===== config.mk =====
export PLATFORM = sky130hd
export DESIGN_NAME = tpg_reg_file
export DESIGN_NICKNAME = d
export VERILOG_FILES = /design/src/common/tpg_pkg.sv /design/src/source/tpg_reg_file.sv
export SDC_FILE = /design/constraint.sdc
export NUM_CORES = 1
export LEC_CHECK = 0
export ABC_AREA = 1
export BUFFER_PORTS_ARGS = -buffer_cell sky130_fd_sc_hd__buf_2
export CAP_MARGIN = 15
export CORE_ASPECT_RATIO = 1.1
export CORE_UTILIZATION = 52
export DETAILED_ROUTE_END_ITERATION = 8
export HOLD_SLACK_MARGIN = 0.08
export PLACE_DENSITY = 0.81
export SLEW_MARGIN = 20
export SYNTH_ARGS = -nofsm -noshare
export SYNTH_HDL_FRONTEND = slang
export SYNTH_SLANG_ARGS = --single-unit

===== constraint.sdc =====
create_clock -name i_axi_clk -period 3.1 [get_ports i_axi_clk]
set_input_delay 0.465 -clock i_axi_clk [delete_from_list [all_inputs] [get_ports i_axi_clk]]
set_output_delay 0.465 -clock i_axi_clk [all_outputs]
set_load 0.02 [all_outputs]

===== src/common/tpg_pkg.sv =====
// test pattern generator shared widths, register map, modes, colors and config type
package tpg_pkg;

  // bus widths
  localparam int ADDR_W = 16;
  localparam int DATA_W = 32;

  // meaningful widths
  typedef logic [11:0] coord_x_t;
  typedef logic [11:0] coord_y_t;
  typedef logic [31:0] interval_t;
  // red, green, blue from the top byte down
  typedef logic [23:0] rgb_t;
  typedef logic [7:0]  alpha_t;
  typedef logic [2:0]  bar_idx_t;

  // register byte offsets
  localparam logic [ADDR_W-1:0] REG_CONTROL  = 16'h0000;
  localparam logic [ADDR_W-1:0] REG_WIDTH    = 16'h0008;
  localparam logic [ADDR_W-1:0] REG_HEIGHT   = 16'h000C;
  localparam logic [ADDR_W-1:0] REG_INTERVAL = 16'h0010;
  localparam logic [ADDR_W-1:0] REG_MODE     = 16'h0014;
  localparam logic [ADDR_W-1:0] REG_REF0     = 16'h0018;
  localparam logic [ADDR_W-1:0] REG_REF1     = 16'h001C;
  localparam logic [ADDR_W-1:0] REG_FG_COLOR = 16'h0020;
  localparam logic [ADDR_W-1:0] REG_BG_COLOR = 16'h0024;
  localparam logic [ADDR_W-1:0] REG_ALPHA    = 16'h0028;
  localparam logic [ADDR_W-1:0] REG_VERSION  = 16'h0050;
  // anything above this gets slverr
  localparam logic [ADDR_W-1:0] ADDR_MAX     = REG_VERSION;

  // major 1, minor 0, revision 0
  localparam logic [31:0] VERSION_WORD = {4'd1, 8'd0, 4'd0, 16'h0000};

  // field positions
  localparam int CTL_ENABLE_BIT = 0;
  localparam int REF_X_LSB      = 0;
  localparam int REF_X_MSB      = 11;
  localparam int REF_Y_LSB      = 16;
  localparam int REF_Y_MSB      = 27;

  // axi response codes
  localparam logic [1:0] RESP_OKAY   = 2'b00;
  localparam logic [1:0] RESP_SLVERR = 2'b10;

  // power-up frame, 60 Hz at a 100 MHz clock
  localparam coord_x_t  DEFAULT_WIDTH    = 12'd640;
  localparam coord_y_t  DEFAULT_HEIGHT   = 12'd480;
  localparam interval_t DEFAULT_INTERVAL = 32'd1666666;

  typedef enum logic [2:0] {
    MODE_BLACK = 3'd0,
    MODE_WHITE = 3'd1,
    MODE_RED   = 3'd2,
    MODE_GREEN = 3'd3,
    MODE_BLUE  = 3'd4,
    MODE_BARS  = 3'd5,
    MODE_BOX   = 3'd6,
    MODE_RAMP  = 3'd7
  } tpg_mode_e;

  localparam rgb_t COLOR_BLACK  = 24'h000000;
  localparam rgb_t COLOR_WHITE  = 24'hFFFFFF;
  localparam rgb_t COLOR_RED    = 24'hFF0000;
  localparam rgb_t COLOR_GREEN  = 24'h00FF00;
  localparam rgb_t COLOR_BLUE   = 24'h0000FF;
  localparam rgb_t COLOR_ORANGE = 24'hFF8000;
  localparam rgb_t COLOR_YELLOW = 24'hFFFF00;
  localparam rgb_t COLOR_PURPLE = 24'h8000FF;

  // live configuration seen by every block
  typedef struct packed {
    logic      enable;
    coord_x_t  width;
    coord_y_t  height;
    interval_t interval;
    tpg_mode_e mode;
    coord_x_t  ref0_x;
    coord_y_t  ref0_y;
    coord_x_t  ref1_x;
    coord_y_t  ref1_y;
    rgb_t      fg;
    rgb_t      bg;
    alpha_t    alpha;
  } tpg_cfg_t;

  typedef enum logic [1:0] {
    SCAN_IDLE,
    SCAN_DRAW,
    SCAN_EOL
  } scan_state_e;

endpackage


===== src/source/tpg_reg_file.sv =====
// axi-lite slave holding the pattern generator configuration registers
`timescale 1ns/1ps

module tpg_reg_file import tpg_pkg::*; #(
  parameter int ADDR_W = tpg_pkg::ADDR_W,
  parameter int DATA_W = tpg_pkg::DATA_W
) (
  input  logic              i_axi_clk,
  input  logic              i_axi_rst,
  // write address and data
  input  logic              i_awvalid,
  input  logic [ADDR_W-1:0] i_awaddr,
  output logic              o_awready,
  input  logic              i_wvalid,
  input  logic [DATA_W-1:0] i_wdata,
  output logic              o_wready,
  // write response
  output logic              o_bvalid,
  output logic [1:0]        o_bresp,
  input  logic              i_bready,
  // read address
  input  logic              i_arvalid,
  input  logic [ADDR_W-1:0] i_araddr,
  output logic              o_arready,
  // read data
  output logic              o_rvalid,
  output logic [DATA_W-1:0] o_rdata,
  output logic [1:0]        o_rresp,
  input  logic              i_rready,
  output tpg_cfg_t          o_cfg
);

  logic              w_wr_take;
  logic              w_rd_take;
  logic [DATA_W-1:0] w_rd_data;
  tpg_cfg_t          r_cfg;

  // one write at a time, blocked while its response waits
  assign w_wr_take = i_awvalid & i_wvalid & ~o_bvalid;
  // writes win a tie
  assign w_rd_take = i_arvalid & ~o_rvalid & ~w_wr_take;

  assign o_awready = w_wr_take;
  assign o_wready  = w_wr_take;
  assign o_arready = w_rd_take;
  assign o_cfg     = r_cfg;

  // config registers, full-word writes only
  always_ff @(posedge i_axi_clk) begin
    if (i_axi_rst) begin
      r_cfg.enable   <= 1'b0;
      r_cfg.width    <= DEFAULT_WIDTH;
      r_cfg.height   <= DEFAULT_HEIGHT;
      r_cfg.interval <= DEFAULT_INTERVAL;
      r_cfg.mode     <= MODE_BARS;
      r_cfg.ref0_x   <= '0;
      r_cfg.ref0_y   <= '0;
      r_cfg.ref1_x   <= '0;
      r_cfg.ref1_y   <= '0;
      r_cfg.fg       <= COLOR_WHITE;
      r_cfg.bg       <= COLOR_BLACK;
      r_cfg.alpha    <= 8'hFF;
    end else if (w_wr_take) begin
      case (i_awaddr)
        REG_CONTROL:  r_cfg.enable   <= i_wdata[CTL_ENABLE_BIT];
        REG_WIDTH:    r_cfg.width    <= coord_x_t'(i_wdata);
        REG_HEIGHT:   r_cfg.height   <= coord_y_t'(i_wdata);
        REG_INTERVAL: r_cfg.interval <= interval_t'(i_wdata);
        // only the low 3 bits are kept
        REG_MODE:     r_cfg.mode     <= tpg_mode_e'(i_wdata[2:0]);
        REG_REF0: begin
          r_cfg.ref0_x <= i_wdata[REF_X_MSB:REF_X_LSB];
          r_cfg.ref0_y <= i_wdata[REF_Y_MSB:REF_Y_LSB];
        end
        REG_REF1: begin
          r_cfg.ref1_x <= i_wdata[REF_X_MSB:REF_X_LSB];
          r_cfg.ref1_y <= i_wdata[REF_Y_MSB:REF_Y_LSB];
        end
        REG_FG_COLOR: r_cfg.fg       <= rgb_t'(i_wdata);
        REG_BG_COLOR: r_cfg.bg       <= rgb_t'(i_wdata);
        REG_ALPHA:    r_cfg.alpha    <= alpha_t'(i_wdata);
        // version and holes ignore writes
        default: ;
      endcase
    end
  end

  // read mux, narrow fields zero-extended
  always_comb begin
    w_rd_data = '0;
    case (i_araddr)
      REG_CONTROL:  w_rd_data[CTL_ENABLE_BIT] = r_cfg.enable;
      REG_WIDTH:    w_rd_data = DATA_W'(r_cfg.width);
      REG_HEIGHT:   w_rd_data = DATA_W'(r_cfg.height);
      REG_INTERVAL: w_rd_data = DATA_W'(r_cfg.interval);
      REG_MODE:     w_rd_data = DATA_W'(r_cfg.mode);
      REG_REF0: begin
        w_rd_data[REF_X_MSB:REF_X_LSB] = r_cfg.ref0_x;
        w_rd_data[REF_Y_MSB:REF_Y_LSB] = r_cfg.ref0_y;
      end
      REG_REF1: begin
        w_rd_data[REF_X_MSB:REF_X_LSB] = r_cfg.ref1_x;
        w_rd_data[REF_Y_MSB:REF_Y_LSB] = r_cfg.ref1_y;
      end
      REG_FG_COLOR: w_rd_data = DATA_W'(r_cfg.fg);
      REG_BG_COLOR: w_rd_data = DATA_W'(r_cfg.bg);
      REG_ALPHA:    w_rd_data = DATA_W'(r_cfg.alpha);
      REG_VERSION:  w_rd_data = DATA_W'(VERSION_WORD);
      default:      w_rd_data = '0;
    endcase
  end

  // response valids, held until the master takes them
  always_ff @(posedge i_axi_clk) begin
    if (i_axi_rst) begin
      o_bvalid <= 1'b0;
      o_rvalid <= 1'b0;
    end else begin
      if (w_wr_take) begin
        o_bvalid <= 1'b1;
      end else if (i_bready) begin
        o_bvalid <= 1'b0;
      end
      if (w_rd_take) begin
        o_rvalid <= 1'b1;
      end else if (i_rready) begin
        o_rvalid <= 1'b0;
      end
    end
  end

  // response payload, captured with the transaction
  always_ff @(posedge i_axi_clk) begin
    if (w_wr_take) begin
      o_bresp <= (i_awaddr > ADDR_MAX) ? RESP_SLVERR : RESP_OKAY;
    end
    if (w_rd_take) begin
      o_rdata <= w_rd_data;
      o_rresp <= (i_araddr > ADDR_MAX) ? RESP_SLVERR : RESP_OKAY;
    end
  end

endmodule


==> reports/qor.yml <==
status: "finished, final reports clean"
grt_use_met1_pct: 40.4
syn_area_per_cell_sq_um: 7.45
syn_inst: 1232
fill_cells: 1487
whs_path_depth: 3
drive_gt1_share_pct: 26.5
antenna_found_initial: 0
finClkSkew_ns: 0.00690
power.density_nw_per_um2: 465
design.core.area_sq_um: 17100
grt_pass1_wl_mm: 44.8
grt_use_total_pct: 32.2
clk_latency_ns: 0.44
setup_viol: 0
seqCellArea_sq_um: 4340
cts_htree_levels: 4
die_w_um: 129
layoutNonFillerInstCount: 1721
ys_ff_latch: 200
synth.distinct_cells: 33
post_cts_buffers: 0
hold_start: "i_wdata[14]"
cts_tree: "done"
ctsHoldBuffers: 0
grtUsageMet3_pct: 5.81
reg2regPathDepth: 7
ys_top_cells_by_area: "dfxtp_1 36%, nand2_1 13%, edfxtp_1 11%"
dr.pass1.iters: 5
ys_warn_count: 0
synth.top_cells.by_count: "312 x nand2_1, 243 x nor2_1, 166 x dfxtp_1"
arrival_ns: 1.64
report.final.slew_viol_count: 0
n_antenna_cell: 0
relSlewSlack_pct: 47.4
worstSetupEndpointType: "output pin"
worstReg2RegEnd: "o_cfg[121]"
cts-root-buf: "clkbuf_16"
yosysTopAreaCellShare_pct: 36.2
port_buffers: 273
startpoint_type: "flip-flop"
ios: 276
drc: 0
rsz0062_at_grt: "no"
dp.cells: 1689
synth_seq_area_share_pct: 47.3
fin_crit_ns: 2.11
whs_endpoint: "o_cfg[22]"
dieArea_sq_um: 18200
hold_class: "input pin to flip-flop"
cts.sinks: 200
hold_viol: 0
crit_fanout: 10
regToRegSetupSlack_ns: 1.13
cts.clk_slew.worst_paths_ns: 0.07
synth_area_sq_um: 9180
multi_input_area_sq_um: 4050
viasPerCell: 5.38
fmax_mhz: 474
gp_congestion: 0.907
use_met2_pct: 52.1
rr_startpoint: "o_bvalid"
post-dp-hpwl_mm: 20.6
ctsLongestPathBuffers: 2
grt.busiest_layer: "met2"
max_cap_violations: 0
yosysMostFrequentCell: "nand2_1"
area_delta_synth_final_pct: 22.5
synth-async-reset-ratio_pct: 0
rows: 50
initial_core_util_pct: 53.6
overflow: 0
die_h_um: 141
ir_drop_uv: 375
fin_tns_setup_ns: 0
path_class: "flip-flop to output pin"
cts_buffers: 17
min_period_over_period_pct: 68.1
crit_required_ns: 2.63
cts-resized-gates: 0
wl_per_cell_um: 16.9
drt_iter0_markers: 894
synth_area_leader_cell: "dfxtp_1"
p_leak_nw: 5.71
grt_max_degree: 83
ant_nets: 0
nets: 1545
grt_pass1_vias: 8640
wirelength_mm: 29.2
synth_edf_count: 34
worst_pin_slew_ns: 0.787
vias: 9258
ys.flop_type: "dfxtp_1"
-- cells by family (layout without fill, tap and decap cells) --
family                 count (synthesis)  count (layout)  share of synthesized area, %
other                                  1               2                        0.0408
and+or+nand+nor                      750             750                          35.4
buffers and inverters                175             429                          8.91
AOI/OAI and AO/OA                    106             106                          8.34
DFF                                  200             200                          47.3
-- report_power, final --
part           internal (mW)  switching, mW  leakage [nW]
Clock                   1.29          0.989         0.294
Sequential              2.66         0.0103          1.67
Combinational         0.0809          0.199          3.75
-- placed cells by master (no fill, tap or decap), types with 5 or more instances in the layout --
master and n:
nand2_1 312, o21ai_1 6, edfxtp_1 34, o211ai_2 26
a21oi_1 9, buf_4 18, and3_1 16, inv_1 94
nor3_1 26, buf_2 273, nand4_1 16, nand3_1 96
dfxtp_1 166, nor2_2 9, o21ai_0 49, clkbuf_16 17
nor2_1 241, nand3_2 5, inv_2 7, o211ai_1 15
nand3b_1 5, nor2_4 11
-- how the worst max path moves through the flow --
| stage | start | to | slack (ns) | cells past startpoint |
|---|---|---|---|---|
| after global placement | i_araddr[15] | o_rdata[12] | 0.85 | 9 |
| after global routing | o_bvalid | o_arready | 0.93 | 5 |
| after floorplan | i_awvalid | o_arready | 0.19 | 5 |
| final | o_bvalid | o_arready | 0.99 | 5 |
| after CTS | o_bvalid | o_arready | 0.96 | 5 |
| after detailed placement | i_araddr[12] | o_rdata[12] | 0.76 | 9 |
-- flip-flops by register name, summed over array words and instances, names as in the netlist --
signal / cells
o_rdata: 32
o_rresp: 1
o_cfg: 164
o_rvalid: 1
o_bvalid: 1
o_bresp: 1
-- stage by stage --
| stage | setup WS, ns | hold WS (ns) | utilization [%] | instance area (sq um) | power, mW |
|---|---|---|---|---|---|
| CTS | 0.961 | 0.266 | 65.6 | 11200 | 5.24 |
| finish | 0.990 | 0.275 | 65.6 | 11200 | 5.23 |
| floorplan | 0.186 | 0.554 | - | 9190 | 2.88 |
| detailed placement | 0.758 | 0.480 | 62.1 | 10700 | 3.01 |
| global route | 0.932 | 0.290 | 65.6 | 11200 | 5.36 |
| global placement | 0.848 | 0.472 | 62.1 | 10700 | 3.00 |
-- worst max-delay path: stages (launching register included) --
cell and delay [ns]:
dfxtp_1 0.39, nor2_4 0.10, inv_2 0.07, nand2_1 0.08, nor2_4 0.32, buf_2 0.24
-- layout make-up --
class | count | area share [%]
Clock buffer | 20 | 3.97
Clock inverter | 12 | 1.33
Inverter | 102 | 3.43
Multi-Input combinational cell | 858 | 36.0
Sequential cell | 200 | 38.6
Tap cell | 234 | 2.60
Timing Repair Buffer | 295 | 14.1
-- routing by layer --
metal | vias up | part of all wire (%)
met1 | 4231 | 40
li1 | 4409 | -
met4 | 0 | 4.6
met2 | 526 | 47
met5 | - | 0
met3 | 92 | 8.6
(Power assumes the default switching activity.)
